===== src/logic/frv_defs.svh =====
// Core width definitions shared by the execute stage package and modules
`ifndef FRV_DEFS_SVH
`define FRV_DEFS_SVH

// Data word width
`define FRV_XLEN 32

// Shift amount width, log2 of the word width
`define FRV_SHAMT_W 5

`endif


===== src/logic/frv_pkg.sv =====
// Shared types for the RV32I integer execute stage
`default_nettype none

`include "frv_defs.svh"

package frv_pkg;

    typedef logic [`FRV_XLEN-1:0]    xlen_t;    // One data word
    typedef logic [`FRV_SHAMT_W-1:0] shamt_t;   // Shift amount
    typedef logic [4:0]              reg_idx_t; // Register index
    typedef logic [2:0]              funct3_t;  // funct3 field

    // RV32I major opcodes handled by this stage
    typedef enum logic [6:0] {
        OP     = 7'b0110011,
        OP_IMM = 7'b0010011,
        LUI    = 7'b0110111,
        AUIPC  = 7'b0010111,
        BRANCH = 7'b1100011
    } opcode_e;

endpackage

`default_nettype wire


===== src/logic/frv_alu_op_if.sv =====
// ALU operation strobes and operands passed from the decoder to the ALU
`timescale 1ns/1ps
`default_nettype none

interface frv_alu_op_if;

    logic           op_add;
    logic           op_sub;
    logic           op_xor;
    logic           op_or;
    logic           op_and;
    logic           op_shf;
    logic           op_shf_left;
    logic           op_shf_arith;
    logic           op_cmp;
    logic           op_unsigned;
    frv_pkg::xlen_t lhs;
    frv_pkg::xlen_t rhs;

    modport decode (
        output op_add, op_sub, op_xor, op_or, op_and,
        output op_shf, op_shf_left, op_shf_arith, op_cmp, op_unsigned,
        output lhs, rhs
    );

    modport alu (
        input op_add, op_sub, op_xor, op_or, op_and,
        input op_shf, op_shf_left, op_shf_arith, op_cmp, op_unsigned,
        input lhs, rhs
    );

endinterface

`default_nettype wire


===== src/logic/frv_alu_decode.sv =====
// Instruction decoder that drives ALU strobes and operands and flags branches
`timescale 1ns/1ps
`default_nettype none

module frv_alu_decode (
    input  frv_pkg::opcode_e opcode,
    input  frv_pkg::funct3_t funct3,
    input  logic             funct7_b5,
    input  frv_pkg::xlen_t   pc,
    input  frv_pkg::xlen_t   rs1,
    input  frv_pkg::xlen_t   rs2,
    input  frv_pkg::xlen_t   imm,
    frv_alu_op_if.decode     alu,
    output logic             is_branch,
    output logic             wen,
    output logic             illegal
);

    always_comb begin
        alu.op_add       = 1'b0;
        alu.op_sub       = 1'b0;
        alu.op_xor       = 1'b0;
        alu.op_or        = 1'b0;
        alu.op_and       = 1'b0;
        alu.op_shf       = 1'b0;
        alu.op_shf_left  = 1'b0;
        alu.op_shf_arith = 1'b0;
        alu.op_cmp       = 1'b0;
        alu.op_unsigned  = 1'b0;
        alu.lhs          = rs1;
        alu.rhs          = rs2;
        is_branch        = 1'b0;
        wen              = 1'b1;
        illegal          = 1'b0;

        case (opcode)
            frv_pkg::OP,
            frv_pkg::OP_IMM: begin
                if (opcode == frv_pkg::OP_IMM) begin
                    alu.rhs = imm;
                end
                case (funct3)
                    3'b000: begin
                        alu.op_add = 1'b1;
                        alu.op_sub = (opcode == frv_pkg::OP) && funct7_b5; // No SUBI
                    end
                    3'b001: begin
                        alu.op_shf      = 1'b1;
                        alu.op_shf_left = 1'b1;
                    end
                    3'b010: alu.op_cmp = 1'b1;            // SLT
                    3'b011: begin
                        alu.op_cmp      = 1'b1;           // SLTU
                        alu.op_unsigned = 1'b1;
                    end
                    3'b100: alu.op_xor = 1'b1;
                    3'b101: begin
                        alu.op_shf       = 1'b1;
                        alu.op_shf_arith = funct7_b5;     // SRA vs SRL
                    end
                    3'b110: alu.op_or = 1'b1;
                    default: alu.op_and = 1'b1;
                endcase
            end
            frv_pkg::LUI: begin
                alu.op_add = 1'b1;
                alu.lhs    = '0;
                alu.rhs    = imm;
            end
            frv_pkg::AUIPC: begin
                alu.op_add = 1'b1;
                alu.lhs    = pc;
                alu.rhs    = imm;
            end
            frv_pkg::BRANCH: begin
                // BLTU/BGEU have funct3 bit 1 set
                alu.op_cmp      = 1'b1;
                alu.op_unsigned = funct3[1];
                is_branch       = 1'b1;
                wen             = 1'b0;
            end
            default: begin
                wen     = 1'b0;
                illegal = 1'b1;
            end
        endcase
    end

endmodule

`default_nettype wire


===== src/logic/frv_alu.sv =====
// Integer ALU with add/sub, compare, shift and bitwise paths
`timescale 1ns/1ps
`default_nettype none

`include "frv_defs.svh"

module frv_alu (
    frv_alu_op_if.alu      alu,
    output logic           alu_lt,          // lhs < rhs
    output logic           alu_eq,          // lhs == rhs
    output frv_pkg::xlen_t alu_add_result,
    output frv_pkg::xlen_t alu_result
);

    frv_pkg::xlen_t          adder_rhs;
    frv_pkg::xlen_t          adder_ci;
    logic                    lt_signed;
    logic                    lt_unsigned;
    logic                    shift_fill;
    logic [2*`FRV_XLEN-1:0]  shift_lhs;
    logic [2*`FRV_XLEN-1:0]  shift_right;
    frv_pkg::shamt_t         shift_amt;
    frv_pkg::xlen_t          shift_result;
    frv_pkg::xlen_t          bw_result;
    logic                    out_adder;
    logic                    out_shift;
    logic                    out_bw;

    // Subtract as lhs + ~rhs + 1
    assign adder_rhs      = alu.op_sub ? ~alu.rhs : alu.rhs;
    assign adder_ci       = {{(`FRV_XLEN-1){1'b0}}, alu.op_sub};
    assign alu_add_result = alu.lhs + adder_rhs + adder_ci;

    assign lt_signed   = $signed(alu.lhs) < $signed(alu.rhs);
    assign lt_unsigned = alu.lhs < alu.rhs;
    assign alu_lt      = alu.op_unsigned ? lt_unsigned : lt_signed;
    assign alu_eq      = alu.lhs == alu.rhs;

    // Upper half filled with the sign bit for SRA
    assign shift_fill   = alu.op_shf_arith && alu.lhs[`FRV_XLEN-1];
    assign shift_lhs    = {{`FRV_XLEN{shift_fill}}, alu.lhs};
    assign shift_amt    = alu.rhs[`FRV_SHAMT_W-1:0];
    assign shift_right  = shift_lhs >> shift_amt;
    assign shift_result = alu.op_shf_left ? (alu.lhs << shift_amt)
                                          : shift_right[`FRV_XLEN-1:0];

    assign bw_result = {`FRV_XLEN{alu.op_xor}} & (alu.lhs ^ alu.rhs) |
                       {`FRV_XLEN{alu.op_or}}  & (alu.lhs | alu.rhs) |
                       {`FRV_XLEN{alu.op_and}} & (alu.lhs & alu.rhs);

    assign out_adder = alu.op_add && !alu.op_cmp;
    assign out_shift = alu.op_shf;
    assign out_bw    = alu.op_xor || alu.op_or || alu.op_and;

    // One-hot AND-OR result select
    assign alu_result = {`FRV_XLEN{out_adder}}  & alu_add_result |
                        {`FRV_XLEN{out_shift}}  & shift_result   |
                        {`FRV_XLEN{out_bw}}     & bw_result      |
                        {`FRV_XLEN{alu.op_cmp}} & {{(`FRV_XLEN-1){1'b0}}, alu_lt};

endmodule

`default_nettype wire


===== src/logic/frv_branch_unit.sv =====
// Branch resolution from ALU compare flags plus branch target adder
`timescale 1ns/1ps
`default_nettype none

module frv_branch_unit (
    input  logic             is_branch,
    input  frv_pkg::funct3_t funct3,
    input  logic             alu_lt,
    input  logic             alu_eq,
    input  frv_pkg::xlen_t   pc,
    input  frv_pkg::xlen_t   imm,
    output logic             br_taken,
    output frv_pkg::xlen_t   br_target
);

    logic base_cond;
    logic cond;

    // BEQ/BNE compare equality and BLT/BGE/BLTU/BGEU use less-than
    assign base_cond = funct3[2] ? alu_lt : alu_eq;

    // Odd funct3 gives the negated form
    assign cond = base_cond ^ funct3[0];

    assign br_taken  = is_branch && cond;
    assign br_target = pc + imm;   // Own adder while the ALU compares

endmodule

`default_nettype wire


===== src/logic/frv_exec_reg.sv =====
// Execute stage output register with valid/ready handshake and flush
`timescale 1ns/1ps
`default_nettype none

module frv_exec_reg (
    input  logic              g_clk,
    input  logic              rst,
    input  logic              flush,
    input  logic              id_valid,
    input  logic              wb_ready,
    input  frv_pkg::reg_idx_t rd_in,
    input  frv_pkg::xlen_t    result_in,
    input  frv_pkg::xlen_t    target_in,
    input  logic              wen_in,
    input  logic              taken_in,
    input  logic              illegal_in,
    output logic              id_ready,
    output logic              ex_valid,
    output frv_pkg::reg_idx_t ex_rd,
    output frv_pkg::xlen_t    ex_result,
    output frv_pkg::xlen_t    ex_br_target,
    output logic              ex_wen,
    output logic              ex_br_taken,
    output logic              ex_illegal
);

    logic accept;

    assign id_ready = !ex_valid || wb_ready;   // Empty, or draining this cycle
    assign accept   = id_valid && id_ready;

    always_ff @(posedge g_clk) begin
        if (rst) begin
            ex_valid <= 1'b0;
        end else if (flush) begin
            ex_valid <= 1'b0;                  // Drops held and offered instruction
        end else if (accept) begin
            ex_valid <= 1'b1;
        end else if (wb_ready) begin
            ex_valid <= 1'b0;
        end
    end

    always_ff @(posedge g_clk) begin
        if (accept && !flush) begin
            ex_rd        <= rd_in;
            ex_result    <= result_in;
            ex_br_target <= target_in;
            ex_wen       <= wen_in;
            ex_br_taken  <= taken_in;
            ex_illegal   <= illegal_in;
        end
    end

endmodule

`default_nettype wire


===== src/logic/frv_execute.sv =====
// Integer execute stage top linking decoder, ALU, branch unit and output register
`timescale 1ns/1ps
`default_nettype none

module frv_execute (
    input  logic              g_clk,
    input  logic              rst,
    input  logic              flush,
    input  logic              id_valid,
    output logic              id_ready,
    input  frv_pkg::opcode_e  id_opcode,
    input  frv_pkg::funct3_t  id_funct3,
    input  logic              id_funct7_b5,
    input  frv_pkg::xlen_t    id_pc,
    input  frv_pkg::xlen_t    id_rs1,
    input  frv_pkg::xlen_t    id_rs2,
    input  frv_pkg::xlen_t    id_imm,
    input  frv_pkg::reg_idx_t id_rd,
    input  logic              wb_ready,
    output logic              ex_valid,
    output frv_pkg::reg_idx_t ex_rd,
    output frv_pkg::xlen_t    ex_result,
    output logic              ex_wen,
    output logic              ex_br_taken,
    output frv_pkg::xlen_t    ex_br_target,
    output logic              ex_illegal
);

    frv_alu_op_if   alu_op ();

    logic           is_branch;
    logic           wen;
    logic           illegal;
    logic           alu_lt;
    logic           alu_eq;
    frv_pkg::xlen_t alu_result;
    logic           br_taken;
    frv_pkg::xlen_t br_target;

    frv_alu_decode frv_alu_decode_i (
        .opcode    (id_opcode),
        .funct3    (id_funct3),
        .funct7_b5 (id_funct7_b5),
        .pc        (id_pc),
        .rs1       (id_rs1),
        .rs2       (id_rs2),
        .imm       (id_imm),
        .alu       (alu_op.decode),
        .is_branch (is_branch),
        .wen       (wen),
        .illegal   (illegal)
    );

    frv_alu frv_alu_i (
        .alu            (alu_op.alu),
        .alu_lt         (alu_lt),
        .alu_eq         (alu_eq),
        .alu_add_result (),             // Branch target has its own adder
        .alu_result     (alu_result)
    );

    frv_branch_unit frv_branch_unit_i (
        .is_branch (is_branch),
        .funct3    (id_funct3),
        .alu_lt    (alu_lt),
        .alu_eq    (alu_eq),
        .pc        (id_pc),
        .imm       (id_imm),
        .br_taken  (br_taken),
        .br_target (br_target)
    );

    frv_exec_reg frv_exec_reg_i (
        .g_clk        (g_clk),
        .rst          (rst),
        .flush        (flush),
        .id_valid     (id_valid),
        .wb_ready     (wb_ready),
        .rd_in        (id_rd),
        .result_in    (alu_result),
        .target_in    (br_target),
        .wen_in       (wen),
        .taken_in     (br_taken),
        .illegal_in   (illegal),
        .id_ready     (id_ready),
        .ex_valid     (ex_valid),
        .ex_rd        (ex_rd),
        .ex_result    (ex_result),
        .ex_br_target (ex_br_target),
        .ex_wen       (ex_wen),
        .ex_br_taken  (ex_br_taken),
        .ex_illegal   (ex_illegal)
    );

endmodule

`default_nettype wire


===== config.mk =====
export PLATFORM = sky130hd
export DESIGN_NAME = frv_execute
export DESIGN_NICKNAME = d
export VERILOG_FILES = /design/src/logic/frv_pkg.sv /design/src/logic/frv_alu_op_if.sv /design/src/logic/frv_alu_decode.sv /design/src/logic/frv_alu.sv /design/src/logic/frv_branch_unit.sv /design/src/logic/frv_exec_reg.sv /design/src/logic/frv_execute.sv
export VERILOG_INCLUDE_DIRS = /design/src /design/src/logic
export SDC_FILE = /design/constraint.sdc
export NUM_CORES = 1
export LEC_CHECK = 0
export ABC_AREA = 1
export BUFFER_PORTS_ARGS = -buffer_cell sky130_fd_sc_hd__buf_2
export CORE_UTILIZATION = 30
export CTS_CLUSTER_DIAMETER = 60
export DETAILED_ROUTE_END_ITERATION = 6
export PLACE_DENSITY = 0.55
export RECOVER_POWER = 25
export SYNTH_ARGS = -nofsm -noshare
export SYNTH_HDL_FRONTEND = slang
export SYNTH_SLANG_ARGS = --single-unit
export TNS_END_PERCENT = 100

===== constraint.sdc =====
create_clock -name g_clk -period 8.75 [get_ports g_clk]
set_input_delay 0 -clock g_clk [delete_from_list [all_inputs] [get_ports g_clk]]
set_output_delay 0 -clock g_clk [all_outputs]
set_load 0.005 [all_outputs]

==> results by group, run 1 <==
CTS
  • Post-CTS repair timing setup buffer count: 0
  • Clk buf depth: 2
  • Gates resized, CTS repair: 0
  • Count of hold-fix buffers inserted at cts: 10
  • Clock sink total: 73
  • CTS tree: built
  • Number of H-tree levels: 3
  • Clk Latency, worst-skew pair: 0.38 ns
  • Number of buffers inserted during clock tree synthesis: 9
  • Clock-pin slew on the worst setup and hold paths: around 0.060 ns
  • Cell at the root of the clock tree: sky130_fd_sc_hd__clkbuf_16

Cells and area
  • Count of non-filler cells in the finished layout: between 2k and 3k
  • # fillers: ~5.0k
  • Signed area change from the synthesized netlist to the final layout: 14.59%
  • ANT cells: 0
  • Share of cells above drive strength 1: 0.1135
  • Final Instance Area: between 15000 and 20000 um2
  • Top library cells by usage in the layout, fill and taps aside: sky130_fd_sc_hd__nand2_1 (571), sky130_fd_sc_hd__nand3_1 (377), sky130_fd_sc_hd__inv_1 (256)
  • Leading cell type in the layout, fill and taps excluded: sky130_fd_sc_hd__nand2_1
  • Share of the core filled with cells in the final layout: 0.3485
  • Number of nets in the finished design: 2666

Placement
  • Buffers on Ports: 222
  • Post-DP HPWL: 53.04 mm
  • Worst setup timing slack at the placement stage: 2.955 ns
  • Post-Place Cells: ~2.9k
  • Placed Area: around 15000 um2
  • Gp weighted congestion: 1.004

Yosys
  • Number of warnings reported in the yosys synthesis log: 0
  • Leading post-synthesis cells by cell area: sky130_fd_sc_hd__edfxtp_1 (16%), sky130_fd_sc_hd__nand2_1 (16%), sky130_fd_sc_hd__ha_1 (15%)
  • Number of flip-flops and latches in the synthesized netlist: 73
  • Share of the yosys chip area belonging to registers: 0.1626
  • Number of distinct library cells after synthesis: 54
  • Instance count of the mapped netlist: roughly 2.2k
  • Synthesized area divided by synthesized cell count: between 6 and 7 um2
  • Most area-hungry cell type in the Yosys netlist: sky130_fd_sc_hd__edfxtp_1
  • Fraction of post-synthesis cell area in the top cell type by area: 0.1611
  • Synth Net Count: ~2.5k
  • Post-synthesis instance area: roughly 13000 um2

Global routing
  • Tot GR Track Use: 0.2875
  • Met1 track demand over resource: 0.4024
  • GR Util met3: 0.04496
  • Wire length of the first global-routing pass: about 98 mm
  • Maximum number of pins on one net before global-route repair: 73
  • Vias in the first global route: between 15k and 20k
  • GRT overflow: 0
  • M2 GR Usage: 0.4491
  • Global routing's busiest layer: met2
  • Number of antenna violations at the first check in global routing: 2

Worst hold path
  • Class of the most critical hold timing path: input port to register

STA
  • Slew headroom: 0.2708
  • Maximum achievable frequency: about 180 MHz
  • Period minus WS final: approximately 5.6 ns
  • Ratio of final minimum period to clock period: 0.6375
  • Accumulated negative setup slack: 0 ns
  • Setup-failing EPs final: 0
  • RSZ-0062 raised after global routing: false
  • Transition time at the pin with the least slew margin: 1.094 ns
  • Worst clock skew: 0.01187 ns
  • Final slew viol count: 0
  • Final Hold Violating Endpoints: 0
  • Final worst-path setup slack: roughly 3.2 ns

Routing
  • Routed length per instance: approximately 22 um
  • Final ANT Viol Nets: 0
  • Total length of routed wires: 65.38 mm
  • Total number of vias: ~16k
  • Detailed Routing Iterations Pass 1: 7
  • Routed vias/inst: roughly 5.5
  • Remaining DRCs: 0
  • Detailed router's first-iteration violation count: about 1.9k

Floorplanning
  • Area of the placeable core: ~44000 um2
  • Die extent in y: approximately 210 um
  • Number of primary I/O pins: 223
  • Initial standard-cell utilization of the core: 0.3041
  • Die area: 45580 um2
  • Die width: 213.5 um
  • Site row count: 77

Worst setup path
  • Cell occurring most often along the worst timing path: sky130_fd_sc_hd__nand2_1
  • Slack of the worst reg-to-reg path: ~6.8 ns
  • Critical Path, Cell by Cell: dlygate4sd3_1 > buf_2 > nor2_1 > nand3_2 > nand2_4 > nand2_1 > o21ai_4 > buf_4 > xor2_1 > ha_1 > a21oi_1 > nand2_1 > a21boi_0 > o21ai_0 > a21oi_1 > o21bai_1 > nand2_1 > nand2_1 > nand2_1 > nand3_1 > nand3_1
  • CP max stage cell: sky130_fd_sc_hd__nand2_4
  • Max stage delay on crit path: 0.84 ns
  • Category of the most critical setup path: input port to register
  • Data arrival time of the critical path: roughly 5.7 ns
  • Startpoint type of the worst setup path: input port
  • Critical path data required time: roughly 9 ns
  • Setup crit end kind: register
  • Crit path max fanout: a little over 60

Pwr
  • Leakage dissipation: 7.915 nW
  • Cell Pwr Density: approximately 100 nW/um2
  • IR Drop Worst-Case VDD: 0.07395 mV

Run
  • Max-cap violations: 0

Status
  • Outcome: finished clean
-- synth_stat cells (all sizes together) --
master and count:
a211oi 4, nor2 139, edfxtp 72, dfxtp 1, nand3b 5, o21bai 7, and2 1, o221a 1
a21o 5, nand4 11, a2111oi 2, a21boi 4, nor3b 1, a21oi 134, and3 1, nand3 381
o21ai 140, o31ai 1, buf 51, a31oi 7, xor2 57, o211ai 29, a221oi 13, xnor2 12
o311ai 1, nand2 580, clkbuf 43, fa 2, clkinv 1, ha 157, o21a 9, o2111ai 1
inv 263, or2 2, a22oi 4, nor3 26, nor4 8, o22ai 8, o221ai 4
-- path summary, 6_finish.rpt --
| check | end | start | cells past startpoint |
|---|---|---|---|
| setup / recovery | frv_exec_reg_i.ex_result[30]$_DFFE_PP_ | id_opcode[3] | 21 |
| setup reg to reg | frv_exec_reg_i.ex_result[8]$_DFFE_PP_ | frv_exec_reg_i.ex_valid$_SDFFE_PP0P_ | 6 |
| hold / removal | frv_exec_reg_i.ex_illegal$_DFFE_PP_ | id_opcode[4] | 3 |
| hold reg to reg | frv_exec_reg_i.ex_valid$_SDFFE_PP0P_ | frv_exec_reg_i.ex_valid$_SDFFE_PP0P_ | 5 |
-- per-stage QoR --
| stage | hold WS (ns) | power, mW |
|---|---|---|
| after global routing | 0.04463 | 1.703 |
| after detailed placement | 0.1788 | 1.191 |
| final | 0.02647 | 1.606 |
| after global placement | 0.1766 | 1.191 |
| after CTS | 0.01239 | 1.598 |
| after floorplan | 0.07276 | 0.9298 |
-- layout make-up --
| type | count | area, um2 | area share |
|---|---|---|---|
| multi-input combinational | 1757 | 9838 | 0.6398 |
| clock inverter | 5 | 57.56 | 0.003743 |
| clock buffer | 10 | 229.0 | 0.01489 |
| timing repair buffer | 253 | 1336 | 0.08690 |
| inverter | 264 | 993.5 | 0.06461 |
| tap | 592 | 740.7 | 0.04817 |
| sequential | 73 | 2182 | 0.1419 |
-- routing by layer --
layer | share of wire | routed length, um
met5 | 0.00020 | 13
met2 | 0.44 | 28680
met3 | 0.086 | 5609
met4 | 0.031 | 2037
met1 | 0.44 | 29040
-- worst max-delay path, delay by kind of cell --
| kind | cells | cell delay [ns] |
|---|---|---|
| compound gates | 6 | 1.38 |
| xor+xnor | 1 | 0.16 |
| fa+ha+maj | 1 | 0.41 |
| buf+inv | 3 | 1.20 |
| simple gates | 10 | 2.44 |
-- logic make-up (layout without fill, tap and decap cells) --
family	Yosys count	count (layout)	synth area share
flops	73	73	0.1626
buf+inv	358	532	0.1083
simple gates	1155	1155	0.3741
fa+ha+maj	159	159	0.1494
compound gates	374	374	0.1607
xor+xnor	69	69	0.04503
-- state kept, by name, indices dropped and copies added, names as in the netlist --
register / cells
frv_exec_reg_i.ex_br_target: 32
frv_exec_reg_i.ex_result: 32
frv_exec_reg_i.ex_rd: 5
frv_exec_reg_i.ex_br_taken: 1
frv_exec_reg_i.ex_illegal: 1
frv_exec_reg_i.ex_valid: 1
frv_exec_reg_i.ex_wen: 1
-- power by group --
part	switching (mW)	internal, mW
registers	0.00874	0.417
clock network	0.179	0.219
logic	0.535	0.247
total	0.723	0.883
No activity file was read; power rests on OpenSTA's default activity.
==> run 2, diff against run 1 <==
--- a/config.mk
+++ b/config.mk
@@ -11,7 +11,7 @@
 export CORE_UTILIZATION = 30
 export CTS_CLUSTER_DIAMETER = 60
 export DETAILED_ROUTE_END_ITERATION = 6
-export PLACE_DENSITY = 0.55
+export PLACE_DENSITY = 0.57
 export RECOVER_POWER = 25
 export SYNTH_ARGS = -nofsm -noshare
 export SYNTH_HDL_FRONTEND = slang
==> constraint.sdc (replaced) <==
create_clock -name g_clk -period 4.8 [get_ports g_clk]
set_input_delay 0 -clock g_clk [delete_from_list [all_inputs] [get_ports g_clk]]
set_output_delay 0 -clock g_clk [all_outputs]
set_load 0.005 [all_outputs]
==> run 2 against run 1 <==
Clock power rose by 80%. Final cell count rose by 0.98%. Register-to-register slack got worse by 3.9 ns. Clock-buffer cell count fell by 1. Combinational power rose by 85%. Setup slack got worse by 2.7 ns. Largest cell class unchanged. Worst hold slack improved by 0.034 ns.
==> results by group, run 2 (synthesis gave the netlist of run 1 again) <==
Worst setup path
  • CP max stage cell: sky130_fd_sc_hd__dlygate4sd3_1 (was sky130_fd_sc_hd__nand2_4)
  • Startpoint type of the worst setup path: input port (unchanged)
  • Setup crit start: id_opcode[3] (unchanged)
  • Max stage delay on crit path: 0.52 ns (was 0.84 ns)
  • Slack of the worst reg-to-reg path: 2.89 ns (was 6.83 ns)
  • Worst R2R Start: frv_exec_reg_i.ex_valid$_SDFFE_PP0P_ (unchanged)
  • Setup crit end kind: register (unchanged)
  • Category of the most critical setup path: input port to register (unchanged)
  • Critical path data required time: 4.90 ns (was 8.85 ns)
  • Capturing point of the worst reg2reg path: frv_exec_reg_i.ex_result[4]$_DFFE_PP_ (was frv_exec_reg_i.ex_result[8]$_DFFE_PP_)
  • Critical Path, Cell by Cell: dlygate4sd3_1 > buf_2 > nor2_1 > nand3_2 > nand2_4 > o21ai_0 > xor2_1 > ha_1 > nand2_1 > inv_1 > nand3_1 > nor2_1 > nand4_1 > nand3_1 > nand2_1 > nand2_1 > a21oi_1 > o21ai_0 > nand3_1 (was dlygate4sd3_1 > buf_2 > nor2_1 > nand3_2 > nand2_4 > nand2_1 > o21ai_4 > buf_4 > xor2_1 > ha_1 > a21oi_1 > nand2_1 > a21boi_0 > o21ai_0 > a21oi_1 > o21bai_1 > nand2_1 > nand2_1 > nand2_1 > nand3_1 > nand3_1)
  • Crit path max fanout: 40 (was 61)
  • Data arrival time of the critical path: 4.39 ns (was 5.68 ns)
  • Worst reg2reg path depth: 6 (unchanged)

Cells and area
  • Count of non-filler cells in the finished layout: 2983 (was 2954)
  • Signed area change from the synthesized netlist to the final layout: 15.88% (was 14.59%)
  • Largest registers: frv_exec_reg_i.ex_br_target (32), frv_exec_reg_i.ex_result (32), frv_exec_reg_i.ex_rd (5) (unchanged)
  • Share of cells above drive strength 1: 0.1218 (was 0.1135)
  • Number of nets in the finished design: 2693 (was 2666)
  • Leading cell type in the layout, fill and taps excluded: sky130_fd_sc_hd__nand2_1 (unchanged)
  • Top library cells by usage in the layout, fill and taps aside: sky130_fd_sc_hd__nand2_1 (571), sky130_fd_sc_hd__nand3_1 (377), sky130_fd_sc_hd__inv_1 (256) (unchanged)
  • Share of the core filled with cells in the final layout: 0.3524 (was 0.3485)
  • Final Instance Area: 15550 um2 (was 15380 um2)

CTS
  • Post-CTS repair timing setup buffer count: 0 (unchanged)
  • Clk buf depth: 2 (unchanged)
  • Clock sink total: 73 (unchanged)
  • Number of buffers inserted during clock tree synthesis: 9 (unchanged)
  • Cell at the root of the clock tree: sky130_fd_sc_hd__clkbuf_16 (unchanged)
  • Number of H-tree levels: 3 (unchanged)
  • Clk Latency, worst-skew pair: 0.40 ns (was 0.38 ns)
  • CTS tree: built (unchanged)
  • Clock-pin slew on the worst setup and hold paths: 0.07 ns (was 0.06 ns)

Routing
  • Total length of routed wires: 66.39 mm (was 65.38 mm)
  • Final ANT Viol Nets: 0 (unchanged)
  • Remaining DRCs: 0 (unchanged)
  • Detailed router's first-iteration violation count: 2033 (was 1929)
  • Detailed Routing Iterations Pass 1: 5 (was 7)
  • Routed vias/inst: 5.469 (was 5.493)
  • Routed length per instance: 22.26 um (was 22.13 um)
  • Total number of vias: 16.31k (was 16.23k)

Placement
  • Buffers on Ports: 222 (unchanged)
  • Placed Area: 15210 um2 (was 15030 um2)
  • Worst setup timing slack at the placement stage: 0.7430 ns (was 2.955 ns)
  • Post-DP HPWL: 53.37 mm (was 53.04 mm)
  • Gp weighted congestion: 1.008 (was 1.004)
  • Post-Place Cells: 2956 (was 2929)

Floorplanning
  • Die width: 213.5 um (unchanged)
  • Die area: 45580 um2 (unchanged)
  • Initial standard-cell utilization of the core: 0.3041 (unchanged)
  • Number of primary I/O pins: 223 (unchanged)
  • Site row count: 77 (unchanged)
  • Die extent in y: 213.5 um (unchanged)
  • Area of the placeable core: 44120 um2 (unchanged)

STA
  • Ratio of final minimum period to clock period: 0.8942
  • Minimum hold slack: 0.06088 ns (was 0.02647 ns)
  • Setup-failing EPs final: 0 (unchanged)
  • Final slew viol count: 0 (unchanged)
  • Accumulated negative setup slack: 0 ns (unchanged)
  • Transition time at the pin with the least slew margin: 1.090 ns (was 1.094 ns)
  • Period minus WS final: about 4.3 ns
  • RSZ-0062 raised after global routing: false (unchanged)
  • Maximum achievable frequency: around 230 MHz
  • Final worst-path setup slack: 0.5081 ns (was 3.172 ns)
  • Slew headroom: 0.2736 (was 0.2708)
  • Worst clock skew: 0.01728 ns (was 0.01187 ns)
  • Final Hold Violating Endpoints: 0 (unchanged)

Global routing
  • Number of antenna violations at the first check in global routing: 1 (was 2)
  • Vias in the first global route: 15.20k (was 15.48k)
  • Wire length of the first global-routing pass: 97.06 mm (was 97.68 mm)
  • Maximum number of pins on one net before global-route repair: 73 (unchanged)
  • GRT overflow: 0 (unchanged)
  • Tot GR Track Use: 0.2893 (was 0.2875)

Status
  • Outcome: finished clean (unchanged)

Worst hold path
  • Class of the most critical hold timing path: input port to register (unchanged)
  • Endpoint, Worst Hold: frv_exec_reg_i.ex_illegal$_DFFE_PP_ (unchanged)
  • Hold Crit Start: id_opcode[4] (unchanged)
  • Hold Crit Depth: 3 (unchanged)

Pwr
  • Leakage dissipation: 8.020 nW (was 7.915 nW)
  • Cell Pwr Density: 189.1 nW/um2 (was 104.5 nW/um2)
  • IR Drop Worst-Case VDD: 0.1501 mV (was 0.07395 mV)
  • Total Power: 2.941 mW (was 1.606 mW)

Run
  • Max-cap violations: 0 (unchanged)
-- run 2: cell types whose count changed in the layout (fill, tap and decap cells not counted), moves of 2 or more --
cell,before,now
sky130_fd_sc_hd__clkbuf_1,26,31
sky130_fd_sc_hd__buf_2,196,191
sky130_fd_sc_hd__inv_6,0,2
sky130_fd_sc_hd__buf_4,21,48
sky130_fd_sc_hd__nor3_4,2,0
-- run 2: how the worst max path moves through the flow --
stage                                                   endpoint  slack (ns)  cells past startpoint
after floorplan             frv_exec_reg_i.ex_br_taken$_DFFE_PP_        0.75                      5
after global placement    frv_exec_reg_i.ex_result[20]$_DFFE_PP_        0.72                     17
after detailed placement  frv_exec_reg_i.ex_result[30]$_DFFE_PP_        0.74                     17
after CTS                 frv_exec_reg_i.ex_result[30]$_DFFE_PP_        0.62                     17
after global routing      frv_exec_reg_i.ex_result[30]$_DFFE_PP_        0.14                     17
final                     frv_exec_reg_i.ex_result[22]$_DFFE_PP_        0.51                     19
-- run 2: report_power, final --
part	leakage, nW	internal (mW)	switching, mW	total (mW)
Sequential	0.654	0.760	0.0138	0.774
Combinational	7.24	0.461	0.989	1.45
Clock	0.126	0.353	0.364	0.717
-- run 2: layer usage --
metal | vias up | track usage | part of all wire
li1 | 7727 | - | -
met1 | 7668 | 0.4009 | 0.44
met2 | 817 | 0.4360 | 0.43
met3 | 102 | 0.05829 | 0.095
met4 | 0 | 0.1153 | 0.038
met5 | - | 0 | 0
-- run 2: worst max-delay path: cells and delay by family --
kind                       cells  cell delay (ns)
AOI/OAI and AO/OA              3             0.62
xor gates and xnor gates       1             0.24
adders and majority gates      1             0.48
buffers and inverters          3             0.75
and+or+nand+nor               11             2.24
-- run 2: cell type report --
class	count	area (um2)
inverters	264	993.5
fillers	4999	28570
clock inverters	7	52.55
well taps	592	740.7
multi-input cells	1757	9821
flip-flops and latches	73	2182
repair buffers	280	1533
clock buffers	9	225.2
diodes	1	2.502
-- run 2: repair_timing --
action / in CTS / in global routing
hold buffers: 10 / 0
endpoints found under the hold margin: 8 / 0
gates resized for setup: 0 / 0
==> run 3, diff against run 2 <==
--- a/config.mk
+++ b/config.mk
@@ -11,7 +11,7 @@
 export CORE_UTILIZATION = 30
 export CTS_CLUSTER_DIAMETER = 60
 export DETAILED_ROUTE_END_ITERATION = 6
-export PLACE_DENSITY = 0.57
+export PLACE_DENSITY = 0.47
 export RECOVER_POWER = 25
 export SYNTH_ARGS = -nofsm -noshare
 export SYNTH_HDL_FRONTEND = slang
==> run 3 against run 2 <==
First-iteration DRC count shrank 21%. Via count shrank 0.86%. Routed wire length grew 2.6%. Combinational power is essentially flat. Clock power grew 21%. Non-clock buffer count grew 4.
==> results by group, run 3 (synthesis gave the netlist of run 1 again) <==
Placement
  • Post-DP HPWL: 55.16 mm (was 53.37 mm)
  • Worst setup timing slack at the placement stage: 0.6543 ns (was 0.7430 ns)
  • Gp weighted congestion: 0.9901 (was 1.008)
  • Buffers on Ports: 222 (unchanged)

Worst setup path
  • Cell occurring most often along the worst timing path: sky130_fd_sc_hd__o21ai_0
  • Category of the most critical setup path: input port to register (unchanged)
  • Max stage delay on crit path: 0.54 ns (was 0.52 ns)
  • Worst R2R Start: frv_exec_reg_i.ex_valid$_SDFFE_PP0P_ (unchanged)
  • Startpoint type of the worst setup path: input port (unchanged)
  • Capturing point of the worst reg2reg path: frv_exec_reg_i.ex_br_target[8]$_DFFE_PP_ (was frv_exec_reg_i.ex_result[4]$_DFFE_PP_)
  • Worst reg2reg path depth: 6 (unchanged)
  • Slack of the worst reg-to-reg path: 2.61 ns (was 2.89 ns)
  • Setup crit start: id_opcode[3] (unchanged)
  • Setup crit end kind: register (unchanged)
  • Crit path max fanout: 25 (was 40)
  • Setup crit end: frv_exec_reg_i.ex_result[20]$_DFFE_PP_ (was frv_exec_reg_i.ex_result[22]$_DFFE_PP_)
  • CP max stage cell: sky130_fd_sc_hd__dlygate4sd3_1 (unchanged)
  • Data arrival time of the critical path: 4.55 ns (was 4.39 ns)
  • Critical path data required time: 4.93 ns (was 4.90 ns)
  • Critical Path, Cell by Cell: dlygate4sd3_1 > buf_2 > inv_1 > nand2_1 > nor2_2 > nand2_4 > nand2_4 > buf_4 > o21ai_0 > xor2_1 > ha_1 > a21oi_1 > o21ai_0 > a21boi_0 > nand3_1 > o21ai_0 > o2111ai_1 > inv_1 > nand2_1 (was dlygate4sd3_1 > buf_2 > nor2_1 > nand3_2 > nand2_4 > o21ai_0 > xor2_1 > ha_1 > nand2_1 > inv_1 > nand3_1 > nor2_1 > nand4_1 > nand3_1 > nand2_1 > nand2_1 > a21oi_1 > o21ai_0 > nand3_1)

Global routing
  • Number of antenna violations at the first check in global routing: 1 (unchanged)
  • Tot GR Track Use: 0.2990 (was 0.2893)
  • Vias in the first global route: 15.31k (was 15.20k)
  • Maximum number of pins on one net before global-route repair: 69 (was 73)
  • GRT overflow: 0 (unchanged)
  • Wire length of the first global-routing pass: 98.73 mm (was 97.06 mm)

CTS
  • Clk buf depth: 2 (unchanged)
  • Cell at the root of the clock tree: sky130_fd_sc_hd__clkbuf_16 (unchanged)
  • Clk Latency, worst-skew pair: 0.41 ns (was 0.40 ns)
  • Number of H-tree levels: 3 (unchanged)
  • Gates resized, CTS repair: 0 (unchanged)
  • Number of buffers inserted during clock tree synthesis: 9 (unchanged)
  • Clock sink total: 73 (unchanged)
  • Clock-pin slew on the worst setup and hold paths: 0.07 ns (about the same)
  • CTS tree: built (unchanged)

Run
  • Max-cap violations: 0 (unchanged)

Floorplanning
  • Site row count: 77 (unchanged)
  • Initial standard-cell utilization of the core: 0.3041 (unchanged)
  • Area of the placeable core: 44120 um2 (unchanged)
  • Number of primary I/O pins: 223 (unchanged)
  • Die area: 45580 um2 (unchanged)
  • Die width: 213.5 um (unchanged)
  • Die extent in y: 213.5 um (unchanged)

Routing
  • Detailed Routing Iterations Pass 1: 5 (unchanged)
  • Routed length per instance: 22.82 um (was 22.26 um)
  • Detailed router's first-iteration violation count: 1609 (was 2033)
  • Total number of vias: 16.17k (was 16.31k)
  • Final ANT Viol Nets: 0 (unchanged)
  • Total length of routed wires: 68.10 mm (was 66.39 mm)
  • Remaining DRCs: 0 (unchanged)
  • Routed vias/inst: 5.418 (was 5.469)

STA
  • Final worst-path setup slack: 0.3815 ns (was 0.5081 ns)
  • Setup-failing EPs final: 0 (unchanged)
  • Worst clock skew: 0.02202 ns (was 0.01728 ns)
  • Maximum achievable frequency: 226.3 MHz (was 233.0 MHz)
  • Ratio of final minimum period to clock period: 0.9205 (was 0.8942)
  • Final slew viol count: 0 (unchanged)
  • Slew headroom: 0.2433 (was 0.2736)
  • RSZ-0062 raised after global routing: false (unchanged)
  • Transition time at the pin with the least slew margin: 1.132 ns (was 1.090 ns)
  • Final Hold Violating Endpoints: 0 (unchanged)
  • Period minus WS final: 4.418 ns (was 4.292 ns)
  • Accumulated negative setup slack: 0 ns (unchanged)

Cells and area
  • Signed area change from the synthesized netlist to the final layout: 16.78% (was 15.88%)
  • Largest registers: frv_exec_reg_i.ex_br_target (32), frv_exec_reg_i.ex_result (32), frv_exec_reg_i.ex_rd (5) (unchanged)
  • Share of cells above drive strength 1: 0.1241 (was 0.1218)
  • Top library cells by usage in the layout, fill and taps aside: sky130_fd_sc_hd__nand2_1 (571), sky130_fd_sc_hd__nand3_1 (377), sky130_fd_sc_hd__inv_1 (256) (unchanged)
  • ANT cells: 0 (was 1)
  • Number of nets in the finished design: 2697 (was 2693)
  • Leading cell type in the layout, fill and taps excluded: sky130_fd_sc_hd__nand2_1 (unchanged)

Pwr
  • IR Drop Worst-Case VDD: 0.1832 mV (was 0.1501 mV)
  • Cell Pwr Density: 197.8 nW/um2 (was 189.1 nW/um2)
  • Total Power: 3.100 mW (was 2.941 mW)
  • Leakage dissipation: 8.083 nW (was 8.020 nW)

Worst hold path
  • Class of the most critical hold timing path: input port to register (unchanged)

Status
  • Outcome: finished clean (unchanged)
run 3: per-layer routing:
layer  vias up  part of all wire  GRT usage
met5         -           0.00018          0
met1      7627              0.45     0.4224
met2       711              0.43     0.4543
met4         2             0.032     0.1012
li1       7745                 -          -
met3        89             0.082    0.05302
run 3: layout make-up:
| type | count | area (um2) |
|---|---|---|
| Inverter | 264 | 993.5 |
| Fill cell | 5016 | 28450 |
| Clock buffer | 9 | 225.2 |
| Clock inverter | 6 | 115.1 |
| Timing Repair Buffer | 284 | 1589 |
| Tap cell | 592 | 740.7 |
| Multi-Input combinational cell | 1757 | 9826 |
| Sequential cell | 73 | 2182 |
run 3: critical path, delay by kind of cell:
kind / cells / cell delay [ns]
AO/OA/AOI/OAI: 6 / 1.63
XOR/XNOR: 1 / 0.23
AND/OR/NAND/NOR: 6 / 1.02
adder cells (fa/ha/maj): 1 / 0.44
buffers and inverters: 5 / 1.21
run 3: repair_timing:
item,4_1_cts,5_1_grt
hold endpoints to repair,9,0
endpoints found under the setup margin,0,0
hold buffers,10,0
setup buffers,0,0
run 3: per-stage QoR:
step / util / hold slack [ns] / std cells / area [um2]
3_5_place_dp: 0.3461 / 0.1632 / 2960 / 15270
2_1_floorplan: - / 0.07276 / 2188 / 13420
6_report: 0.3552 / 0.03039 / 2985 / 15670
5_1_grt: 0.3552 / 0.06291 / 2985 / 15670
4_1_cts: 0.3561 / 0.03284 / 2985 / 15710
3_3_place_gp: 0.3461 / 0.1608 / 2960 / 15270
run 3: worst min path at each step:
stage | from | endpoint | cells after the start
after floorplan | rst | frv_exec_reg_i.ex_valid$_SDFFE_PP0P_ | 1
after global placement | rst | frv_exec_reg_i.ex_valid$_SDFFE_PP0P_ | 2
after detailed placement | rst | frv_exec_reg_i.ex_valid$_SDFFE_PP0P_ | 2
after CTS | id_opcode[4] | frv_exec_reg_i.ex_illegal$_DFFE_PP_ | 3
after global routing | id_opcode[4] | frv_exec_reg_i.ex_illegal$_DFFE_PP_ | 3
final | id_opcode[4] | frv_exec_reg_i.ex_illegal$_DFFE_PP_ | 3
run 3: report_power, final:
group / internal (mW) / switching, mW
logic: 0.466 / 0.994
clock network: 0.509 / 0.358
registers: 0.760 / 0.0139
